$ cat config.mk
export PLATFORM = sky130hd
export DESIGN_NAME = i2s_timing
export DESIGN_NICKNAME = d
export VERILOG_FILES = /design/src/verilog/audio_pkg.sv /design/src/verilog/i2s_timing.sv
export VERILOG_INCLUDE_DIRS = /design/src /design/src/verilog
export SDC_FILE = /design/constraint.sdc
export NUM_CORES = 1
export LEC_CHECK = 0
export ABC_AREA = 1
export BUFFER_PORTS_ARGS = -buffer_cell sky130_fd_sc_hd__buf_2
export CORE_UTILIZATION = 55
export CTS_BUF_LIST = sky130_fd_sc_hd__clkbuf_8
export DETAILED_ROUTE_END_ITERATION = 16
export GPL_TIMING_DRIVEN = 0
export PLACE_DENSITY = 0.83
export SETUP_SLACK_MARGIN = 0.5
export SLEW_MARGIN = 10
export SYNTH_ARGS = -nofsm -noshare
export SYNTH_HDL_FRONTEND = slang
export SYNTH_SLANG_ARGS = --single-unit
$ cat constraint.sdc
create_clock -name ck -period 2.05 [get_ports ck]
set_clock_uncertainty 0.2 [all_clocks]
set_input_delay 0.1025 -clock ck [delete_from_list [all_inputs] [get_ports ck]]
set_output_delay 0.1025 -clock ck [all_outputs]
set_load 0.01 [all_outputs]
$ cat src/verilog/audio_params.svh
`ifndef AUDIO_PARAMS_SVH
`define AUDIO_PARAMS_SVH

// Sample and channel geometry
`define AUDIO_SAMPLE_W      16
`define AUDIO_CHANNELS      8
`define AUDIO_CHAN_W        3
`define AUDIO_FRAMES        256
`define AUDIO_FRAME_W       8
`define AUDIO_RAM_W         11

// I2S bit timing, in ck cycles
`define AUDIO_I2S_DIVIDER   16
`define AUDIO_POSN_W        6
`define AUDIO_SAMPLE_DELAY  5

// Host bus
`define AUDIO_REGION_STATUS 8'h62
`define AUDIO_REGION_INPUT  8'h64
`define AUDIO_BUS_W         32

`endif
$ cat src/verilog/audio_pkg.sv
`include "audio_params.svh"

package audio_pkg;

    // Register access: region byte and a 2-bit register index
    typedef struct packed {
        logic [7:0]                          region;
        logic [`AUDIO_BUS_W-8-2-2-1:0]       unused;
        logic [1:0]                          index;
        logic [1:0]                          byte_sel;
    } reg_view_t;

    // RAM access: index is {channel, frame}
    typedef struct packed {
        logic [7:0]                          region;
        logic [`AUDIO_BUS_W-8-`AUDIO_RAM_W-2-1:0] unused;
        logic [`AUDIO_RAM_W-1:0]             index;
        logic [1:0]                          byte_sel;
    } ram_view_t;

    typedef union packed {
        reg_view_t reg_view;
        ram_view_t ram_view;
    } bus_addr_u;

    typedef struct packed {
        logic                    cyc;
        logic                    we;
        bus_addr_u               adr;
        logic [`AUDIO_BUS_W-1:0] dat;
    } bus_req_t;

    typedef struct packed {
        logic                     bit_en;
        logic                     sample_en;
        logic                     start_of_frame;
        logic [`AUDIO_POSN_W-1:0] posn;
    } i2s_timing_t;

    typedef struct packed {
        logic                       we;
        logic [`AUDIO_RAM_W-1:0]    addr;
        logic [`AUDIO_SAMPLE_W-1:0] data;
    } audio_wr_t;

    typedef struct packed {
        logic                      host_mode;
        logic [`AUDIO_FRAME_W-1:0] frame;
    } ctrl_t;

endpackage

$ cat src/verilog/i2s_timing.sv
`timescale 1ns/100ps
`include "audio_params.svh"

module i2s_timing (
    input  logic                   ck,
    input  logic                   reset,
    output logic                   sck,
    output logic                   ws,
    output audio_pkg::i2s_timing_t timing
);

    localparam int DIV_W = $clog2(`AUDIO_I2S_DIVIDER);
    localparam logic [DIV_W-1:0] DIV_LAST = DIV_W'(`AUDIO_I2S_DIVIDER - 1);
    localparam logic [DIV_W-1:0] SCK_RISE = DIV_W'(`AUDIO_I2S_DIVIDER / 2 - 1);
    localparam logic [`AUDIO_POSN_W-1:0] POSN_LAST = '1;

    logic [DIV_W-1:0]               div;
    logic [`AUDIO_POSN_W-1:0]       posn;
    logic                           bit_en;
    logic                           frame_en;
    logic [`AUDIO_SAMPLE_DELAY-1:0] delay;

    always_ff @(posedge ck) begin
        if (reset) begin
            div      <= '0;
            posn     <= '0;
            bit_en   <= 1'b0;
            frame_en <= 1'b0;
            sck      <= 1'b0;
            delay    <= '0;
        end else begin
            bit_en   <= (div == DIV_LAST);
            frame_en <= (div == DIV_LAST) && (posn == POSN_LAST);
            delay    <= {delay[`AUDIO_SAMPLE_DELAY-2:0], bit_en};
            if (div == DIV_LAST) begin
                div  <= '0;
                posn <= posn + 1'b1;
            end else begin
                div <= div + 1'b1;
            end
            // High for the second half of each bit
            sck <= (div >= SCK_RISE) && (div != DIV_LAST);
        end
    end

    // Right channel in the upper half of the frame
    assign ws = posn[`AUDIO_POSN_W-1];

    assign timing.bit_en         = bit_en;
    assign timing.sample_en      = delay[`AUDIO_SAMPLE_DELAY-1];
    assign timing.start_of_frame = frame_en;
    assign timing.posn           = posn;

endmodule

==> flow_summary.yaml <==
worst_setup_path:
  reg2reg_slack_ns: 0.65
  worst_path_max_delay_cell: "dfxtp_1"
  r2r_end: "posn[4]"
  worstPathCellList: "ha_2 > nand3_4 > nor2_4 > nand3_1 > nand2_1 > nor2_1"
  cp_slowest_stage_delay_ns: 0.38
  path_class: "register to register"
  path_max_fanout: 5
  critPathCaptureType: "register"
  critPathRequiredTime_ns: 2.00
  cp.arrival_ns: 1.35
  critical_path.startpoint_type: "register"
  r2r_start: "div[0]"
  r2r_cells: 6
cells_and_area:
  multiInputGateArea_um2: 266.5
  final_common_cell: "dfxtp_1"
  diodes: 0
  final_nets: 105
  final_core_util_pct: 74.03
  final_cell_mix: "18 x dfxtp_1, 13 x nor2_1, 13 x nand2_1"
  syn2layout_area_growth_pct: 19.58
  seqCellArea_um2: 360.3
  fillCellCount: 102
  final_cells: 114
  stdcell_area_um2: 855.8
  drive_gt1_share_pct: 30.00
logic_synthesis:
  netlist_top_cells_area: "dfxtp_1 50%, nand2_1 6.8%, nor2_1 6.8%, inv_1 6.3%, buf_4 4.2%"
  syn_nets: 88
  synth-seq-cells: 18
  yosysWarningCount: 0
  syn_inst: 84
  avgSynthCellArea_um2: 8.520
  ys_types: 18
  syn-cell-area_um2: 715.7
  synth_top_area_share_pct: 50.35
  synth_top_cell_by_area: "dfxtp_1"
  yosysSeqAreaShare_pct: 50.35
die:
  core-area_mm2: 0.001156
  dieHeight_um: 38.07
  ioPinCount: 13
  start_util_pct: 61.90
  die_w_um: 38.07
  core.rowCount: 12
  die_area_mm2: 0.001449
global_route:
  grt_pass1_vias: 479
  overflow: 0
  grt_usage_pct: 19.78
  antenna_found_initial: 0
  grt_first_pass_wirelength_um: 1883
  grt_start_max_net_pins: 11
timing:
  hold_viol_final: 0
  worst_pin_slew_ns: 0.2559
  setup_tns_ns: 0
  min_period_ns: 1.399
  grt_setup_unrepaired: "no"
  maxSlewHeadroom_pct: 82.81
  drv_slew: 0
  fin_crit_sh_pct: 68.24
  max_freq_mhz: 714.9
  setup_viol_count_final: 0
detailed_routing:
  viasPerCell: 4.868
  num_vias: 555
  top_layer_used: "met4"
  antenna_left: 0
  met2_length_um: 570
  wl_met1_um: 520
  first_pass_iters: 4
  drcViolationCount: 0
  wl_per_cell_um: 10.30
  drt-total-wl_um: 1174
  route.met3.wl_um: 61
  dr.first_iter.drc_count: 8
cts:
  clkSinkCount: 18
  clk_latency_ns: 0.25
  htree_levels: 1
  clock_path_buffers: 2
  cts-buffers-inserted: 3
  clk_pin_slew_ns: 0.07
  cts_root_buf: "clkbuf_8"
  cts_tree: "done"
  postCtsSetupRepairBufs: 0
min_path:
  min-delay-start: "delay[0]"
  min_path_cells: 2
  min_path_type: "register to register"
  min_to: "delay[1]"
run:
  drv_cap: 0
placement:
  port_buffers: 11
  place_inst: 109
  place.gp.congestion: 0.6632
  dpl.hpwl_um: 800
  place_area_um2: 788.3
power:
  p_leak_nw: 0.3831
  powerDensity_mw_per_mm2: 784.6
  ir_worst_vdd_uv: 448.9
  report.power.total_w: 0.0006715
run_status:
  run_status: "completed"
==> synthesized netlist by cell type (all sizes together) <==
master / count
a21oi: 7
buf: 5
clkinv: 1
dfxtp: 18
ha: 2
inv: 12
nand2: 13
nand3: 5
nand4: 1
nor2: 17
nor3: 2
o21ai: 1
==> worst max-delay path by stage <==
stage                 from  endpoint
floorplan           div[0]   posn[5]
global placement    div[0]   posn[5]
detailed placement  div[0]   posn[5]
CTS                 div[0]   posn[5]
global route        div[0]   posn[5]
finish              div[0]   posn[4]
==> worst max-delay path: cells and delay by family (launching register included) <==
| kind | cells | cell delay [ns] |
|---|---|---|
| and+or+nand+nor | 5 | 0.48 |
| DFF | 1 | 0.38 |
| adders and majority gates | 1 | 0.24 |
==> through the flow <==
step | setup WS, ns | hold slack, ns
3_5_place_dp | 0.6313 | 0.1006
6_report | 0.6511 | 0.2029
5_1_grt | 0.5300 | 0.2073
3_3_place_gp | 0.6545 | 0.09804
2_1_floorplan | 0.7106 | 0.08526
4_1_cts | 0.6197 | 0.2049
==> registers in the layout, indices dropped and copies added (netlist names) <==
signal    count
sck           1
bit_en        1
div           4
posn          6
frame_en      1
delay         5
==> timing repair <==
action	CTS	global route
gates resized for setup	0	1
hold endpoints to repair	7	0
setup endpoints to repair	0	2
hold buffers	1	0
==> metal layers <==
metal,GRT usage (%),vias to the layer above
met5,0,-
met3,5.233,4
met1,20.45,246
met4,13.39,0
li1,-,289
met2,34.32,16
==> layout make-up <==
type / count / share of cell area, %
Multi-Input combinational cell: 48 / 31.14
Sequential cell: 18 / 42.11
Buffer: 5 / 4.825
Tap cell: 14 / 2.047
Inverter: 13 / 5.848
Timing Repair Buffer: 12 / 7.602
Clock buffer: 4 / 6.433
==> report_power, final <==
group	internal [W]	switching, W
clock network	0.000171	0.000120
logic	0.00000848	0.0000121
registers	0.000355	0.00000541
==> logic make-up after synthesis <==
| group | after synthesis | synth area share [%] |
|---|---|---|
| flops | 18 | 50.35 |
| fa+ha+maj | 2 | 3.496 |
| buf+inv | 18 | 12.76 |
| simple gates | 38 | 26.75 |
| compound gates | 8 | 6.643 |
Note: power is estimated with default switching activity, not from simulation.
