[config.mk]
export PLATFORM = sky130hd
export DESIGN_NAME = i2s_tx
export DESIGN_NICKNAME = d
export VERILOG_FILES = /design/src/verilog/audio_pkg.sv /design/src/verilog/i2s_tx.sv
export VERILOG_INCLUDE_DIRS = /design/src /design/src/verilog
export SDC_FILE = /design/constraint.sdc
export NUM_CORES = 1
export LEC_CHECK = 0
export BUFFER_PORTS_ARGS = -buffer_cell sky130_fd_sc_hd__buf_2
export CORE_AREA = 2 2 68 70
export DETAILED_ROUTE_END_ITERATION = 10
export DIE_AREA = 0 0 70 72
export GPL_TIMING_DRIVEN = 1
export PLACE_DENSITY = 0.61
export SYNTH_ARGS = -nofsm -noshare
export SYNTH_HDL_FRONTEND = slang
export SYNTH_SLANG_ARGS = --single-unit
[constraint.sdc]
create_clock -name ck -period 2.25 [get_ports ck]
set_clock_uncertainty 0.2 [all_clocks]
set_input_delay 0.225 -clock ck [delete_from_list [all_inputs] [get_ports ck]]
set_output_delay 0.225 -clock ck [all_outputs]
set_load 0.02 [all_outputs]
[src/verilog/audio_params.svh]
`ifndef AUDIO_PARAMS_SVH
`define AUDIO_PARAMS_SVH

// Sample and channel geometry
`define AUDIO_SAMPLE_W      16
`define AUDIO_CHANNELS      8
`define AUDIO_CHAN_W        3
`define AUDIO_FRAMES        256
`define AUDIO_FRAME_W       8
`define AUDIO_RAM_W         11

// I2S bit timing, in ck cycles
`define AUDIO_I2S_DIVIDER   16
`define AUDIO_POSN_W        6
`define AUDIO_SAMPLE_DELAY  5

// Host bus
`define AUDIO_REGION_STATUS 8'h62
`define AUDIO_REGION_INPUT  8'h64
`define AUDIO_BUS_W         32

`endif
[src/verilog/audio_pkg.sv]
`include "audio_params.svh"

package audio_pkg;

    // Register access: region byte and a 2-bit register index
    typedef struct packed {
        logic [7:0]                          region;
        logic [`AUDIO_BUS_W-8-2-2-1:0]       unused;
        logic [1:0]                          index;
        logic [1:0]                          byte_sel;
    } reg_view_t;

    // RAM access: index is {channel, frame}
    typedef struct packed {
        logic [7:0]                          region;
        logic [`AUDIO_BUS_W-8-`AUDIO_RAM_W-2-1:0] unused;
        logic [`AUDIO_RAM_W-1:0]             index;
        logic [1:0]                          byte_sel;
    } ram_view_t;

    typedef union packed {
        reg_view_t reg_view;
        ram_view_t ram_view;
    } bus_addr_u;

    typedef struct packed {
        logic                    cyc;
        logic                    we;
        bus_addr_u               adr;
        logic [`AUDIO_BUS_W-1:0] dat;
    } bus_req_t;

    typedef struct packed {
        logic                     bit_en;
        logic                     sample_en;
        logic                     start_of_frame;
        logic [`AUDIO_POSN_W-1:0] posn;
    } i2s_timing_t;

    typedef struct packed {
        logic                       we;
        logic [`AUDIO_RAM_W-1:0]    addr;
        logic [`AUDIO_SAMPLE_W-1:0] data;
    } audio_wr_t;

    typedef struct packed {
        logic                      host_mode;
        logic [`AUDIO_FRAME_W-1:0] frame;
    } ctrl_t;

endpackage

[src/verilog/i2s_tx.sv]
`timescale 1ns/100ps
`include "audio_params.svh"

module i2s_tx (
    input  logic                       ck,
    input  logic                       reset,
    input  audio_pkg::i2s_timing_t     timing,
    input  logic [`AUDIO_SAMPLE_W-1:0] left,
    input  logic [`AUDIO_SAMPLE_W-1:0] right,
    output logic                       sd
);

    localparam int HALF_W = `AUDIO_POSN_W - 1;

    logic [2*`AUDIO_SAMPLE_W-1:0] shift;
    logic [HALF_W-1:0]            half_posn;
    logic                         in_word;

    assign half_posn = timing.posn[HALF_W-1:0];
    assign in_word = (half_posn != '0) && (half_posn <= HALF_W'(`AUDIO_SAMPLE_W));

    always_ff @(posedge ck) begin
        if (reset) begin
            shift <= '0;
            sd    <= 1'b0;
        end else if (timing.start_of_frame) begin
            // Left goes out first, right follows in the upper half
            shift <= {left, right};
            sd    <= 1'b0;
        end else if (timing.bit_en) begin
            if (in_word) begin
                sd    <= shift[2*`AUDIO_SAMPLE_W-1];
                shift <= {shift[2*`AUDIO_SAMPLE_W-2:0], 1'b0};
            end else begin
                sd <= 1'b0;
            end
        end
    end

endmodule

==> summary.md <==
| Metric | Value |
|---|---|
| Dominant cell type by area after synthesis | dfxtp_1 |
| Placed Instances | about 270 |
| Critical path type | in -> reg |
| Final slew viol count | 0 |
| Post-route cell area | between 0.002 and 0.0025 mm² |
| Sum Neg Setup Slack | 0 ns |
| Residual DRC | 0 |
| Met1 GRT Util | between 10% and 20% |
| Top cell type's share of synthesized area | 39.3% |
| All-Layer GR Usage | between 10% and 20% |
| Pint | 0.000986 W |
| DIE AREA | roughly 0.0050 mm² |
| Clk sink count | 33 |
| Setup bufs post-CTS | 0 |
| Fmax | ~640 MHz |
| P_sw | about 0.00035 W |
| TritonCTS clock tree | yes |
| Synth area leaders | dfxtp_1 (39%), a221oi_2 (26%), a21oi_1 (9.8%), nand2_1 (7.1%), inv_1 (6.9%) |
| Ports | 44 |
| Vias per cell | 5.01 |
| Number of routed nets with antenna violations | 0 |
| Synth cell types | 17 |
| Hold Crit Endpoint | shift[11] |
| Clock-pin slew on the worst setup and hold paths | about 0.07 ns |
| Sequential area share after synthesis | between 30% and 40% |
| CTS Buf Count | 5 |
| Clk_lat worst skew | ~0.28 ns |
| Dpl hpwl | around 2100 µm |
| PD cells | between 600 and 700 mW/mm² |
| Chip Width | 70 µm |
| Final non-filler cell total | between 200 and 300 |
| Share of layout cells above drive strength 1 | between 30% and 40% |
| Clock Path Buffers | 2 |
| Rows | 24 |
| Worst path max stage delay | about 0.35 ns |
| Initial Utilization | roughly 40% |
| Tmin final | between 1.5 and 2 ns |
| Vias in the first global route | roughly 1300 |
| Final setup viols | 0 |
| Least-Margin Pin Slew | approximately 0.46 ns |
| Overall via count from detail_route | between 1000 and 1500 |
| Crit path required time | roughly 2.2 ns |
| GRT overflow | 0 |
| Largest net degree at the start of global routing | between 40 and 50 |
| Cell Area, Synth | approximately 0.0017 mm² |
| Hold path cells | 3 |
| Antenna violations before repair | 0 |
| FF+latch count, synth | 33 |
| GRT busiest layer | met2 |
| ANT cells | 0 |
| First-pass GRT wire length | 5910 µm |
| Worst hold slack | -0.00157 ns |
| Clock root cell | clkbuf_8 |
| Sw Share | a little over a quarter |
| Reg-to-Reg End | shift[7] |
| Post-DR wirelength/cell | about 12 µm |
| MaxCap Viol Count | 0 |
| Die Y | slightly above 70 µm |
| Core area | roughly 0.0043 mm² |
| Synthesized area per cell | between 9 and 10 µm² |
| Comb pwr share | between 10% and 20% |
| Min-delay worst type | in -> reg |
| Area after DPL | approximately 0.0019 mm² |
| Hold_buf cts | 16 |
| Reg2reg start | shift[6] |
| Post_cts resized | 0 |
| Layout net count | 279 |
| Leakage | 0.967 nW |
| Synth warn | 0 |
| VDD IR max | about 0.4 mV |
| Critical path launch point type | input port |
| CP endpoint kind | register |
| Met3 GRT Util | under 10% |
| RSZ-0062 raised after global routing | no |
| Slew margin rel. | 69.0% |
| RePlAce Congestion | ~0.67 |
| Critical Path Slowest Stage Cell | nor4_4 |
| R2r setup slk | about 1.3 ns |
| Hold Vio Cnt, Final | 1 |
| Port bufs | 41 |
| Post-Route WL | 3420 µm |
| Depth of the most critical reg-to-reg path | 2 |
| Status | complete, but fails checks |
| Hold Crit Start | right[11] |
| CP arrival | around 1.6 ns |
| Net count after synthesis | 228 |
| Failing checks | hold timing |
| Critical-path cell list | buf_2 > nor4_4 > mux2i_2 > buf_12 > nand2_1 > a221oi_1 |
| Clock Power Share | 33.4% |
| Sequential power share | just under 50% |
| Critical path origin | timing[1] |
| Crit path max fanout | 27 |
| Synth Instances | ~190 |
| First-pass DRT Iterations | 5 |
| Synth-to-Final Area Change | 29.6% |
| Met2 Use GR | a little under a quarter |
| Period Utilization, post-route | a little over two thirds |
| Initial DRC count | 66 |
| Max H-tree Level | 2 |
kinds of logic after synthesis:
logic type,Yosys count,synth area share (%)
AOI/OAI and AO/OA,64,36.7
buffers and inverters,48,12.3
and+or+nand+nor,38,10.3
DFF,33,39.3
muxes,2,1.49
layout by cell type, fill, tap and decap left out, types with 2 or more instances in the layout:
| master | count |
|---|---|
| a21oi_1 | 33 |
| nand2_1 | 32 |
| dfxtp_1 | 33 |
| buf_12 | 3 |
| clkbuf_8 | 6 |
| a221oi_2 | 29 |
| buf_2 | 41 |
| dlygate4sd3_1 | 16 |
| a221oi_1 | 2 |
| nor2b_1 | 2 |
| inv_1 | 31 |
per-stage QoR:
stage	utilization [%]	power (W)	hold slack, ns	setup slack, ns
after floorplan	-	0.000815	0.171	0.503
after global placement	45.4	0.000880	0.257	0.407
after detailed placement	45.4	0.000884	0.261	0.399
after CTS	51.1	0.00135	0.000739	0.677
after global routing	51.1	0.00140	0.00407	0.543
final	51.1	0.00134	-0.00157	0.684
synthesized netlist by cell type, drive strengths merged:
library cell	n
a21oi	33
a221oi	31
and2	1
buf	7
clkbuf	10
dfxtp	33
inv	31
mux2	1
mux2i	1
nand2	32
nand3b	1
nor2b	2
nor3	1
nor4	1
routing by layer:
metal,part of all wire [%],up-vias
met5,0,-
met4,1.7,0
met3,5.0,7
met2,44,35
met1,49,659
li1,-,742
power by group through the flow:
stage	sequential (W)	clock (W)	combinational, W
final	0.000647	0.000446	0.000243
after floorplan	0.000655	0	0.000160
after global routing	0.000651	0.000481	0.000269
after CTS	0.000647	0.000457	0.000246
after detailed placement	0.000660	0	0.000224
after global placement	0.000658	0	0.000222
sequential cells by signal (all words and copies together), names as in the netlist:
register / count
shift: 32
sd: 1
worst max-delay path: cells and delay by family:
kind / cells / cell delay, ns
AND/OR/NAND/NOR: 2 / 0.42
multiplexers: 1 / 0.35
AO/OA/AOI/OAI: 1 / 0.23
buffers and inverters: 2 / 0.32
worst max-delay path by stage:
stage / endpoint / slack (ns)
6_report: shift[7] / 0.68
3_5_place_dp: shift[30] / 0.40
4_1_cts: shift[30] / 0.68
5_1_grt: shift[7] / 0.54
2_1_floorplan: shift[10] / 0.50
3_3_place_gp: shift[6] / 0.41
final cells by class:
class	instances	area, µm²
clock buffers	7	86.3
fillers	413	2080
inverters	31	116
multi-input cells	104	820
flip-flops and latches	33	661
well taps	52	65.1
repair buffers	61	433
Power figures use the tool's default switching activity.
