File: config.mk
export PLATFORM = sky130hd
export DESIGN_NAME = host_regs
export DESIGN_NICKNAME = d
export VERILOG_FILES = /design/src/verilog/audio_pkg.sv /design/src/verilog/host_regs.sv
export VERILOG_INCLUDE_DIRS = /design/src /design/src/verilog
export SDC_FILE = /design/constraint.sdc
export NUM_CORES = 1
export LEC_CHECK = 0
export ABC_AREA = 1
export BUFFER_PORTS_ARGS = -buffer_cell sky130_fd_sc_hd__buf_2
export CAP_MARGIN = 20
export CORE_MARGIN = 8
export CORE_UTILIZATION = 40
export DETAILED_ROUTE_END_ITERATION = 12
export HOLD_SLACK_MARGIN = 0.15
export PLACE_DENSITY_LB_ADDON = 0.2
export SLEW_MARGIN = 20
export SYNTH_ARGS = -nofsm -noshare
export SYNTH_HDL_FRONTEND = slang
export SYNTH_SLANG_ARGS = --single-unit
File: constraint.sdc
create_clock -name ck -period 1.3 [get_ports ck]
set_input_delay 0.13 -clock ck [delete_from_list [all_inputs] [get_ports ck]]
set_output_delay 0.13 -clock ck [all_outputs]
set_load 0.02 [all_outputs]
File: src/verilog/audio_params.svh
`ifndef AUDIO_PARAMS_SVH
`define AUDIO_PARAMS_SVH

// Sample and channel geometry
`define AUDIO_SAMPLE_W      16
`define AUDIO_CHANNELS      8
`define AUDIO_CHAN_W        3
`define AUDIO_FRAMES        256
`define AUDIO_FRAME_W       8
`define AUDIO_RAM_W         11

// I2S bit timing, in ck cycles
`define AUDIO_I2S_DIVIDER   16
`define AUDIO_POSN_W        6
`define AUDIO_SAMPLE_DELAY  5

// Host bus
`define AUDIO_REGION_STATUS 8'h62
`define AUDIO_REGION_INPUT  8'h64
`define AUDIO_BUS_W         32

`endif
File: src/verilog/audio_pkg.sv
`include "audio_params.svh"

package audio_pkg;

    // Register access: region byte and a 2-bit register index
    typedef struct packed {
        logic [7:0]                          region;
        logic [`AUDIO_BUS_W-8-2-2-1:0]       unused;
        logic [1:0]                          index;
        logic [1:0]                          byte_sel;
    } reg_view_t;

    // RAM access: index is {channel, frame}
    typedef struct packed {
        logic [7:0]                          region;
        logic [`AUDIO_BUS_W-8-`AUDIO_RAM_W-2-1:0] unused;
        logic [`AUDIO_RAM_W-1:0]             index;
        logic [1:0]                          byte_sel;
    } ram_view_t;

    typedef union packed {
        reg_view_t reg_view;
        ram_view_t ram_view;
    } bus_addr_u;

    typedef struct packed {
        logic                    cyc;
        logic                    we;
        bus_addr_u               adr;
        logic [`AUDIO_BUS_W-1:0] dat;
    } bus_req_t;

    typedef struct packed {
        logic                     bit_en;
        logic                     sample_en;
        logic                     start_of_frame;
        logic [`AUDIO_POSN_W-1:0] posn;
    } i2s_timing_t;

    typedef struct packed {
        logic                       we;
        logic [`AUDIO_RAM_W-1:0]    addr;
        logic [`AUDIO_SAMPLE_W-1:0] data;
    } audio_wr_t;

    typedef struct packed {
        logic                      host_mode;
        logic [`AUDIO_FRAME_W-1:0] frame;
    } ctrl_t;

endpackage

File: src/verilog/host_regs.sv
`timescale 1ns/100ps
`include "audio_params.svh"

module host_regs (
    input  logic                       ck,
    input  logic                       reset,
    input  audio_pkg::bus_req_t        bus,
    input  logic [`AUDIO_SAMPLE_W-1:0] ram_rdata,
    input  logic [`AUDIO_FRAME_W-1:0]  frame_count,
    output logic                       ack,
    output logic [`AUDIO_BUS_W-1:0]    rdt,
    output audio_pkg::ctrl_t           ctrl,
    output audio_pkg::audio_wr_t       host_wr,
    output logic [`AUDIO_SAMPLE_W-1:0] left,
    output logic [`AUDIO_SAMPLE_W-1:0] right
);

    localparam int BUS_W = `AUDIO_BUS_W;
    localparam int SAMPLE_W = `AUDIO_SAMPLE_W;

    localparam logic [1:0] REG_CTRL   = 2'd0;
    localparam logic [1:0] REG_STATUS = 2'd1;
    localparam logic [1:0] REG_OUTPUT = 2'd2;

    logic             cyc_d;
    logic             new_req;
    logic             hit_status;
    logic             hit_input;
    logic             ack_status;
    logic             ack_input;
    logic [1:0]       reg_index;
    logic [BUS_W-1:0] status_rdt;

    // Rising edge of cyc marks a new request
    assign new_req    = bus.cyc && !cyc_d;
    assign hit_status = (bus.adr.reg_view.region == `AUDIO_REGION_STATUS);
    assign hit_input  = (bus.adr.reg_view.region == `AUDIO_REGION_INPUT);
    assign reg_index  = bus.adr.reg_view.index;

    always_ff @(posedge ck) begin
        if (reset) begin
            cyc_d      <= 1'b0;
            ack_status <= 1'b0;
            ack_input  <= 1'b0;
        end else begin
            cyc_d      <= bus.cyc;
            ack_status <= new_req && hit_status;
            ack_input  <= new_req && hit_input;
        end
    end

    assign ack = ack_status || ack_input;

    // Register writes land in the ack cycle
    always_ff @(posedge ck) begin
        if (reset) begin
            ctrl  <= '0;
            left  <= '0;
            right <= '0;
        end else if (ack_status && bus.we) begin
            case (reg_index)
                REG_CTRL: begin
                    ctrl.host_mode <= bus.dat[0];
                    ctrl.frame     <= bus.dat[`AUDIO_FRAME_W+1:2];
                end
                REG_OUTPUT: begin
                    left  <= bus.dat[SAMPLE_W-1:0];
                    right <= bus.dat[2*SAMPLE_W-1:SAMPLE_W];
                end
                default: begin
                end
            endcase
        end
    end

    always_comb begin
        case (reg_index)
            REG_CTRL:   status_rdt = BUS_W'({ctrl.frame, 1'b0, ctrl.host_mode});
            REG_STATUS: status_rdt = BUS_W'(frame_count);
            default:    status_rdt = '0;
        endcase
    end

    assign rdt = (ack_status && !bus.we) ? status_rdt :
                 (ack_input && !bus.we)  ? BUS_W'(ram_rdata) : '0;

    // RAM writes from the host only count in host mode
    assign host_wr.we   = ack_input && bus.we && ctrl.host_mode;
    assign host_wr.addr = bus.adr.ram_view.index;
    assign host_wr.data = bus.dat[SAMPLE_W-1:0];

    ack_one_cycle: assert property (
        @(posedge ck) disable iff (reset) ack |=> !ack
    ) else $error("ack lasted more than one cycle");

endmodule

==> reports/metrics.yaml <==
finish:
  instances_no_fill: 606
  fin_nets: 621
  n_fill_cell: 555
  layout-drive-gt1-share_pct: 36.0
  fin_area_um2: 3640
  utilization_pct: 61.1
  syn_to_final_growth_pct: 46.0
floorplan:
  coreArea_um2: 5960
  die_w_um: 94.9
  die_area_um2: 9010
  die_y_um: 94.9
  start_util_pct: 41.8
  rows: 28
  io_pins: 194
clock_tree:
  root_buffer: "clkbuf_8"
  clock_path_buffers: 2
  cts_sinks: 44
  cts_tree: "done"
  clock_latency_ns: 0.30
  path_clk_slew_ns: 0.10
  cts_htree_levels: 2
  numCtsBuffers: 5
setup_path:
  path_common_cell: "buf_6"
  cp_slowest_cell: "dfxtp_4"
  cp_num_buf_inv: 2
  critPathMaxFanout: 6
  worstPathArrival_ns: 1.35
  crit_required_ns: 1.17
  cp-end-kind: "primary output"
  path_cells: "nor3_4, buf_6, nand2_1, nand3_2, buf_6"
  slowest_delay_ns: 0.36
  crit_family: "simple AND/OR/NAND/NOR gates"
  worst_setup_path_start_kind: "register"
  path_class: "register to primary output"
power:
  p_leak_nw: 2.01
  p_seq_share_pct: 47.4
  switchingPower_mw: 0.731
  combPwrFrac_pct: 15.2
  p_per_area_nw_per_um2: 781
  switching_share_pct: 25.7
  ir_worst_vdd_mv: 0.450
  total_power_mw: 2.84
  p_int_mw: 2.11
  p_clk_share_pct: 37.4
synth:
  ys.warnings.count: 0
  ys_top_cells_by_area: "dfxtp_1 35%, buf_4 15%, nor2_1 15%, nand3_1 13%, nand2_1 8.9%"
  synth_seq_cells: 44
  syn_area_um2: 2490
  synth-seq-area-share_pct: 35.4
  synth-async-reset-ratio_pct: 0
  ys.flop_type: "dfxtp_1"
  synthDistinctLibCells: 18
  synthTopCellsByCount: "97 x nor2_1, 67 x nand3_1, 59 x nand2_1"
  yosysTopAreaCell: "dfxtp_1"
  syn_avg_cell_area_um2: 6.45
  synth.top_cell.area_share_pct: 35.4
  synth_edf_count: 0
  yosysMostFrequentCell: "nor2_1"
  syn_inst: 386
global_route:
  grt_use_total_pct: 17.2
  grt_pass1_wl_um: 12600
  grt_pass1_vias: 2645
  antenna_found_initial: 0
  grt_start_max_net_pins: 44
  grt_overflow_total: 0
routing:
  drt-total-wl_um: 8010
  drc: 0
  vias: 2700
  antenna_left: 0
  avgViaCountPerCell: 4.46
  wire_per_inst_um: 13.2
  drt_pass1_iterations: 5
  drt_iter0_markers: 137
timing:
  rsz0062_at_grt: "yes"
  hold_violations: 0
  skew_ns: 0.0151
  fmax_mhz: 677
  maxSlewViolCount: 0
  min_period_ns: 1.48
  fin_ws_ns: -0.177
  finalSetupViolCount: 16
  finalCritPeriodShare_pct: 114
  fin_hold_ws_ns: 0.158
run_status:
  violations: "negative setup slack"
  status: "finished with violations"
placed_design:
  portBuffers: 146
  routabilityCongestion: 0.845
  dp.cells: 572
  placed_cell_area_um2: 3070
  hpwlAfterDp_um: 5660
worst_hold_path:
  hp-class: "primary input to register"
flow_run:
  maxCapViolations: 0
## worst min-delay path: stages
cell	delay, ns
buf_2	0.08
inv_1	0.04
nand3_1	0.07
nand2_1	0.04
nor2_1	0.07
## cell families (layout without fill, tap and decap cells)
kind of cell	count (synthesis)	in the layout	share of synthesized area (%)
buffers and inverters	110	239	25.3
DFF	44	44	35.4
other	1	17	0.151
and+or+nand+nor	231	231	39.1
## final cells by class
cell class	count	area [um2]	area share (%)
inverters	50	195	5.37
flip-flops and latches	44	886	24.4
well taps	75	93.8	2.58
multi-input cells	247	1120	30.8
clock inverters	3	47.5	1.31
clock buffers	5	68.8	1.89
repair buffers	181	1220	33.6
diodes	1	2.50	0.0688
## path summary, 6_finish.rpt
kind	end	slack [ns]	cells after the start	start
worst max-delay path	rdt[2]	-0.18	5	ack_status$_SDFF_PP0_
worst min-delay path	right[13]$_SDFFE_PP0P_	0.16	5	bus[29]
worst max register to register	left[9]$_SDFFE_PP0P_	0.13	7	ack_status$_SDFF_PP0_
worst min register to register	left[6]$_SDFFE_PP0P_	0.48	2	left[6]$_SDFFE_PP0P_
## power groups by stage
stage	combinational [mW]	sequential, mW	clock (mW)
after global placement	0.362	1.38	0
after floorplan	0.311	1.38	0
after global routing	0.476	1.35	1.16
after CTS	0.425	1.35	1.11
final	0.432	1.35	1.06
after detailed placement	0.364	1.38	0
## per-stage QoR
stage,setup TNS (ns),setup WS (ns)
after global routing,-3.49,-0.250
final,-2.17,-0.177
after global placement,0,0.126
after floorplan,0,0.129
after CTS,-2.31,-0.164
after detailed placement,0,0.120
## registers in the layout, indices dropped and copies added (netlist names)
| signal | count |
|---|---|
| cyc_d | 1 |
| right | 16 |
| ack_input | 1 |
| ack_status | 1 |
| ctrl | 9 |
| left | 16 |
## per-layer routing
metal	wire [um]	GRT usage, %	share of wire, %
met2	3960	29.0	49
met3	758	5.16	9.5
met5	0	0	0
met4	97	5.20	1.2
met1	3190	20.4	40
## what timing repair did
item / 4_1_cts / 5_1_grt
hold endpoints to repair: 19 / 0
pin swaps: 3 / 3
resized for setup: 45 / 19
buffers inserted: 1 / 0
hold buffers: 23 / 0
setup endpoints to repair: 16 / 24
gates cloned: 1 / 0
## cells in the final DEF, fill, tap and decap left out, types with 2 or more instances in the layout
master / n
buf_2: 130
nor2_1: 91
nand3_1: 60
nand2_1: 59
inv_1: 46
dfxtp_1: 42
dlygate4sd3_1: 23
buf_6: 18
conb_1: 16
nand3_2: 7
nor2_4: 6
nor2_2: 5
clkbuf_8: 5
buf_4: 5
buf_12: 5
inv_2: 2
clkinv_4: 2
No activity file was read; power rests on OpenSTA's default activity.
