`config.mk`:
```
export PLATFORM = sky130hd
export DESIGN_NAME = mic_capture
export DESIGN_NICKNAME = d
export VERILOG_FILES = /design/src/verilog/audio_pkg.sv /design/src/verilog/mic_capture.sv /design/src/verilog/i2s_rx.sv
export VERILOG_INCLUDE_DIRS = /design/src /design/src/verilog
export SDC_FILE = /design/constraint.sdc
export NUM_CORES = 1
export LEC_CHECK = 0
export BUFFER_PORTS_ARGS = -buffer_cell sky130_fd_sc_hd__buf_2
export CORE_UTILIZATION = 55
export CTS_CLUSTER_SIZE = 24
export DETAILED_ROUTE_END_ITERATION = 12
export GPL_TIMING_DRIVEN = 0
export HOLD_SLACK_MARGIN = 0.15
export MAX_ROUTING_LAYER = met4
export PLACE_DENSITY_LB_ADDON = 0.3
export SYNTH_ARGS = -nofsm -noshare
export SYNTH_HDL_FRONTEND = slang
export SYNTH_SLANG_ARGS = --single-unit
export TNS_END_PERCENT = 30
```
`constraint.sdc`:
```
create_clock -name ck -period 2.4 [get_ports ck]
set_input_delay 0.48 -clock ck [delete_from_list [all_inputs] [get_ports ck]]
set_output_delay 0.48 -clock ck [all_outputs]
set_load 0.01 [all_outputs]
```
`src/verilog/audio_params.svh`:
```
`ifndef AUDIO_PARAMS_SVH
`define AUDIO_PARAMS_SVH

// Sample and channel geometry
`define AUDIO_SAMPLE_W      16
`define AUDIO_CHANNELS      8
`define AUDIO_CHAN_W        3
`define AUDIO_FRAMES        256
`define AUDIO_FRAME_W       8
`define AUDIO_RAM_W         11

// I2S bit timing, in ck cycles
`define AUDIO_I2S_DIVIDER   16
`define AUDIO_POSN_W        6
`define AUDIO_SAMPLE_DELAY  5

// Host bus
`define AUDIO_REGION_STATUS 8'h62
`define AUDIO_REGION_INPUT  8'h64
`define AUDIO_BUS_W         32

`endif
```
`src/verilog/audio_pkg.sv`:
```
`include "audio_params.svh"

package audio_pkg;

    // Register access: region byte and a 2-bit register index
    typedef struct packed {
        logic [7:0]                          region;
        logic [`AUDIO_BUS_W-8-2-2-1:0]       unused;
        logic [1:0]                          index;
        logic [1:0]                          byte_sel;
    } reg_view_t;

    // RAM access: index is {channel, frame}
    typedef struct packed {
        logic [7:0]                          region;
        logic [`AUDIO_BUS_W-8-`AUDIO_RAM_W-2-1:0] unused;
        logic [`AUDIO_RAM_W-1:0]             index;
        logic [1:0]                          byte_sel;
    } ram_view_t;

    typedef union packed {
        reg_view_t reg_view;
        ram_view_t ram_view;
    } bus_addr_u;

    typedef struct packed {
        logic                    cyc;
        logic                    we;
        bus_addr_u               adr;
        logic [`AUDIO_BUS_W-1:0] dat;
    } bus_req_t;

    typedef struct packed {
        logic                     bit_en;
        logic                     sample_en;
        logic                     start_of_frame;
        logic [`AUDIO_POSN_W-1:0] posn;
    } i2s_timing_t;

    typedef struct packed {
        logic                       we;
        logic [`AUDIO_RAM_W-1:0]    addr;
        logic [`AUDIO_SAMPLE_W-1:0] data;
    } audio_wr_t;

    typedef struct packed {
        logic                      host_mode;
        logic [`AUDIO_FRAME_W-1:0] frame;
    } ctrl_t;

endpackage

```
`src/verilog/mic_capture.sv`:
```
`timescale 1ns/100ps
`include "audio_params.svh"

module mic_capture (
    input  logic                          ck,
    input  logic                          reset,
    input  audio_pkg::i2s_timing_t        timing,
    input  logic [`AUDIO_CHANNELS/2-1:0]  sd_in,
    input  audio_pkg::ctrl_t              ctrl,
    output audio_pkg::audio_wr_t          cap_wr,
    output logic [`AUDIO_FRAME_W-1:0]     frame_count
);

    localparam int LINES = `AUDIO_CHANNELS / 2;
    localparam logic [`AUDIO_CHAN_W-1:0] CHAN_LAST = `AUDIO_CHAN_W'(`AUDIO_CHANNELS - 1);

    logic [`AUDIO_SAMPLE_W-1:0] mic [`AUDIO_CHANNELS];
    logic [`AUDIO_CHAN_W-1:0]   chan;
    logic                       writing;

    // Line n carries channels 2n and 2n+1
    for (genvar n = 0; n < LINES; n++) begin : g_line
        i2s_rx rx (
            .ck     (ck),
            .reset  (reset),
            .timing (timing),
            .sd     (sd_in[n]),
            .left   (mic[2*n]),
            .right  (mic[2*n+1])
        );
    end

    always_ff @(posedge ck) begin
        if (reset) begin
            frame_count <= '0;
            chan        <= '0;
            writing     <= 1'b0;
        end else if (ctrl.host_mode) begin
            // Capture halts, any burst in flight is dropped
            writing <= 1'b0;
        end else if (timing.start_of_frame) begin
            frame_count <= frame_count - 1'b1;
            chan        <= '0;
            writing     <= 1'b1;
        end else if (writing) begin
            chan <= chan + 1'b1;
            if (chan == CHAN_LAST) begin
                writing <= 1'b0;
            end
        end
    end

    assign cap_wr.we   = writing && !ctrl.host_mode;
    assign cap_wr.addr = {chan, frame_count};
    assign cap_wr.data = mic[chan];

    // Host mode stops the burst and holds the frame counter
    no_capture_in_host_mode: assert property (
        @(posedge ck) disable iff (reset) ctrl.host_mode |=> !writing && $stable(frame_count)
    ) else $error("capture still running in host mode");

endmodule

```
`src/verilog/i2s_rx.sv`:
```
`timescale 1ns/100ps
`include "audio_params.svh"

module i2s_rx (
    input  logic                       ck,
    input  logic                       reset,
    input  audio_pkg::i2s_timing_t     timing,
    input  logic                       sd,
    output logic [`AUDIO_SAMPLE_W-1:0] left,
    output logic [`AUDIO_SAMPLE_W-1:0] right
);

    localparam int HALF_W = `AUDIO_POSN_W - 1;

    logic [HALF_W-1:0]          half_posn;
    logic                       in_word;
    logic [`AUDIO_SAMPLE_W-1:0] shift;

    assign half_posn = timing.posn[HALF_W-1:0];
    // Data bits sit in positions 1..16 of each half
    assign in_word = (half_posn != '0) && (half_posn <= HALF_W'(`AUDIO_SAMPLE_W));

    always_ff @(posedge ck) begin
        if (reset) begin
            shift <= '0;
            left  <= '0;
            right <= '0;
        end else begin
            if (timing.sample_en && in_word) begin
                shift <= {shift[`AUDIO_SAMPLE_W-2:0], sd};
            end
            // A new half begins, so the previous one is complete
            if (timing.bit_en && (half_posn == '0)) begin
                if (timing.posn[HALF_W]) begin
                    left <= shift;
                end else begin
                    right <= shift;
                end
            end
        end
    end

endmodule

```
==> flow_summary.yaml <==
setup_path:
  required_ns: 1.92
  crit_fanout: 8
  crit_type: "reg -> out"
  crit_path_end_kind: "primary output"
  arrival_ns: 2.17
  cp-start-kind: "flip-flop"
  worst-r2r-cell-count: 3
yosys:
  synth_edf_count: 0
  syn_area_per_cell_um2: 8.57
  ys_warn_count: 0
  ys_seq_area_share_pct: 49.5
  netlist_instances: 963
  synth_flop_cell: "dfxtp_1"
  synth_nets: 991
  syn-cell-area_um2: 8260
  synth-seq-cells: 204
  synthArstFlopShare_pct: 0
  synth_cell_types: 37
pwr:
  combPwrFrac_pct: 4.1
  cellPowerDensity_nw_per_um2: 757
  clkPwrFrac_pct: 49.1
  leakage_uw: 0.00334
  sequentialPowerShare_pct: 46.7
  intPower_uw: 5740
  power.switching_uw: 1590
  swShare_pct: 21.7
  ir_worst_vdd_uv: 508
floorplanning:
  die_x_um: 125
  die_h_um: 125
  rows: 44
  start_util_pct: 56.6
  num_io_pins: 60
  dieArea_um2: 15500
  core_area_um2: 14600
sta:
  skew_ns: 0.0119
  fin_crit_ns: 2.65
  slew_violations: 0
  worst_pin_slew_ns: 0.696
  relSlewSlack_pct: 53.6
  grt_setup_unrepaired: "true"
  finalSetupViolCount: 16
  fmax_ghz: 0.377
  whs_ns: 0.208
  period_share_pct: 111
  hold_violations: 0
  timing.final.ws_setup_ns: -0.255
place:
  placed_cells: 1197
  preCtsSetupSlack_ns: -0.0716
  hpwl_um: 15000
  port_buffers: 50
  finalWeightedCongestion: 0.885
finish:
  final_common_cell: "nand2_1"
  areaGrowthSynthToFinish_pct: 17.3
  fillerInstances: 1169
  fin_util_pct: 66.4
  drive_above_1_share_pct: 15.7
  fin_nets: 1072
  instances_no_fill: 1243
  final_cell_mix: "nand2_1 (385), dfxtp_1 (203), a21oi_1 (197)"
  antenna-diode-count: 0
hold_path:
  worstHoldPathType: "in -> reg"
  holdPathStages: 3
global_routing:
  antenna_found_initial: 0
  grt_pass1_vias: 6519
  grt_util_all_layers_pct: 29.4
  grt_pass1_wl_um: 35100
  overflow: 0
  grt_max_degree: 15
cts:
  clock-root-buffer: "clkbuf_16"
  cts_buffers: 22
  cts.sinks: 204
  clock_path_buffers: 3
  cts_max_level: 1
  clkTransAtPathRegs_ns: 0.07
  insertion_delay_ns: 0.51
  cts_tree: "yes"
drt:
  routed_wl_um: 22300
  drt_iter0_markers: 747
  ant_nets: 0
  viasPerCell: 5.71
  drc_errors: 0
  num_vias: 7095
  first_pass_iters: 5
  routedWlPerCell_um: 17.9
run:
  maxCapViolCount: 0
run_status:
  violations: "negative setup slack"
  status: "finished, violations left"
-- cell usage after synthesis (2+ instances only) --
library cell / number / share of area, %
a21oi_1: 197 / 12
a22oi_1: 2 / 0.18
buf_1: 17 / 0.77
buf_12: 3 / 0.73
buf_2: 12 / 0.73
buf_4: 8 / 0.73
clkbuf_1: 40 / 1.8
dfxtp_1: 204 / 49
ha_1: 4 / 0.61
inv_1: 4 / 0.18
mux2_1: 2 / 0.27
mux2_2: 16 / 2.2
mux4_1: 25 / 8.0
mux4_2: 7 / 1.9
nand2_1: 385 / 18
nor2_1: 7 / 0.32
nor2b_1: 4 / 0.30
nor4_2: 2 / 0.30
o21ai_0: 2 / 0.12
or3_1: 4 / 0.30
xnor2_1: 2 / 0.21
-- worst paths after layout --
path	from	endpoint	slack, ns
hold reg to reg	g_line[2].rx.right[6]	g_line[2].rx.right[6]	0.45
setup reg to reg	frame_count[2]	frame_count[7]	0.88
hold / removal	sd_in[2]	g_line[2].rx.shift[0]	0.21
setup / recovery	chan[0]	cap_wr[4]	-0.25
-- critical path, cell delays in order (launching register included) --
cell and delay (ns):
dfxtp_2 0.36, buf_12 0.17, clkbuf_16 0.16, mux4_2 0.54, mux2_4 0.31, buf_6 0.12
-- layer usage --
metal  vias up  GRT usage (%)  wire [um]
met5         -              -          0
met2       310           43.5      10000
met1      3386           40.8       9630
met4         0           8.86        631
li1       3363              -          -
met3        36           5.67       1980
-- cell type report --
| class | count | area [um2] | share of cell area (%) |
|---|---|---|---|
| timing repair buffer | 57 | 429 | 4.43 |
| inverter | 4 | 15.0 | 0.155 |
| buffer | 81 | 432 | 4.46 |
| multi-input combinational | 674 | 3720 | 38.4 |
| tap | 184 | 230 | 2.38 |
| clock buffer | 33 | 663 | 6.85 |
| sequential | 204 | 4090 | 42.2 |
| clock inverter | 6 | 111 | 1.15 |
-- what timing repair did --
item / in CTS / in global routing
hold buffers: 0 / 0
endpoints found under the hold margin: 0 / 0
setup buffers: 3 / 1
endpoints found under the setup margin: 16 / 16
gates cloned: 2 / 1
pin swaps: 0 / 0
resized for setup: 46 / 10
-- registers in the layout, summed over array words and instances, names as in the netlist --
name,count
chan,3
frame_count,8
g_line.rx.left,64
g_line.rx.right,64
g_line.rx.shift,64
writing,1
-- per-stage QoR --
step	power (uW)	setup TNS [ns]	cell area [um2]
detailed placement	3790	-1.22	8740
global placement	3780	-0.0260	8740
floorplan	3680	0	8260
finish	7330	-3.52	9680
global route	7520	-3.96	9680
CTS	7340	-3.52	9640
-- cell families after synthesis --
kind of cell,Yosys count,share of synthesized area (%)
buf+inv,85,5.09
flops,204,49.5
xor+xnor,2,0.212
fa+ha+maj,4,0.606
compound gates,205,12.6
simple gates,413,19.7
mux,50,12.3
-- power groups by stage --
stage	logic [uW]	clock network, uW	registers, uW
global placement	281	0	3500
floorplan	180	0	3500
finish	303	3600	3430
detailed placement	285	0	3500
global route	329	3760	3430
CTS	299	3610	3430
Note: power is estimated with default switching activity, not from simulation.
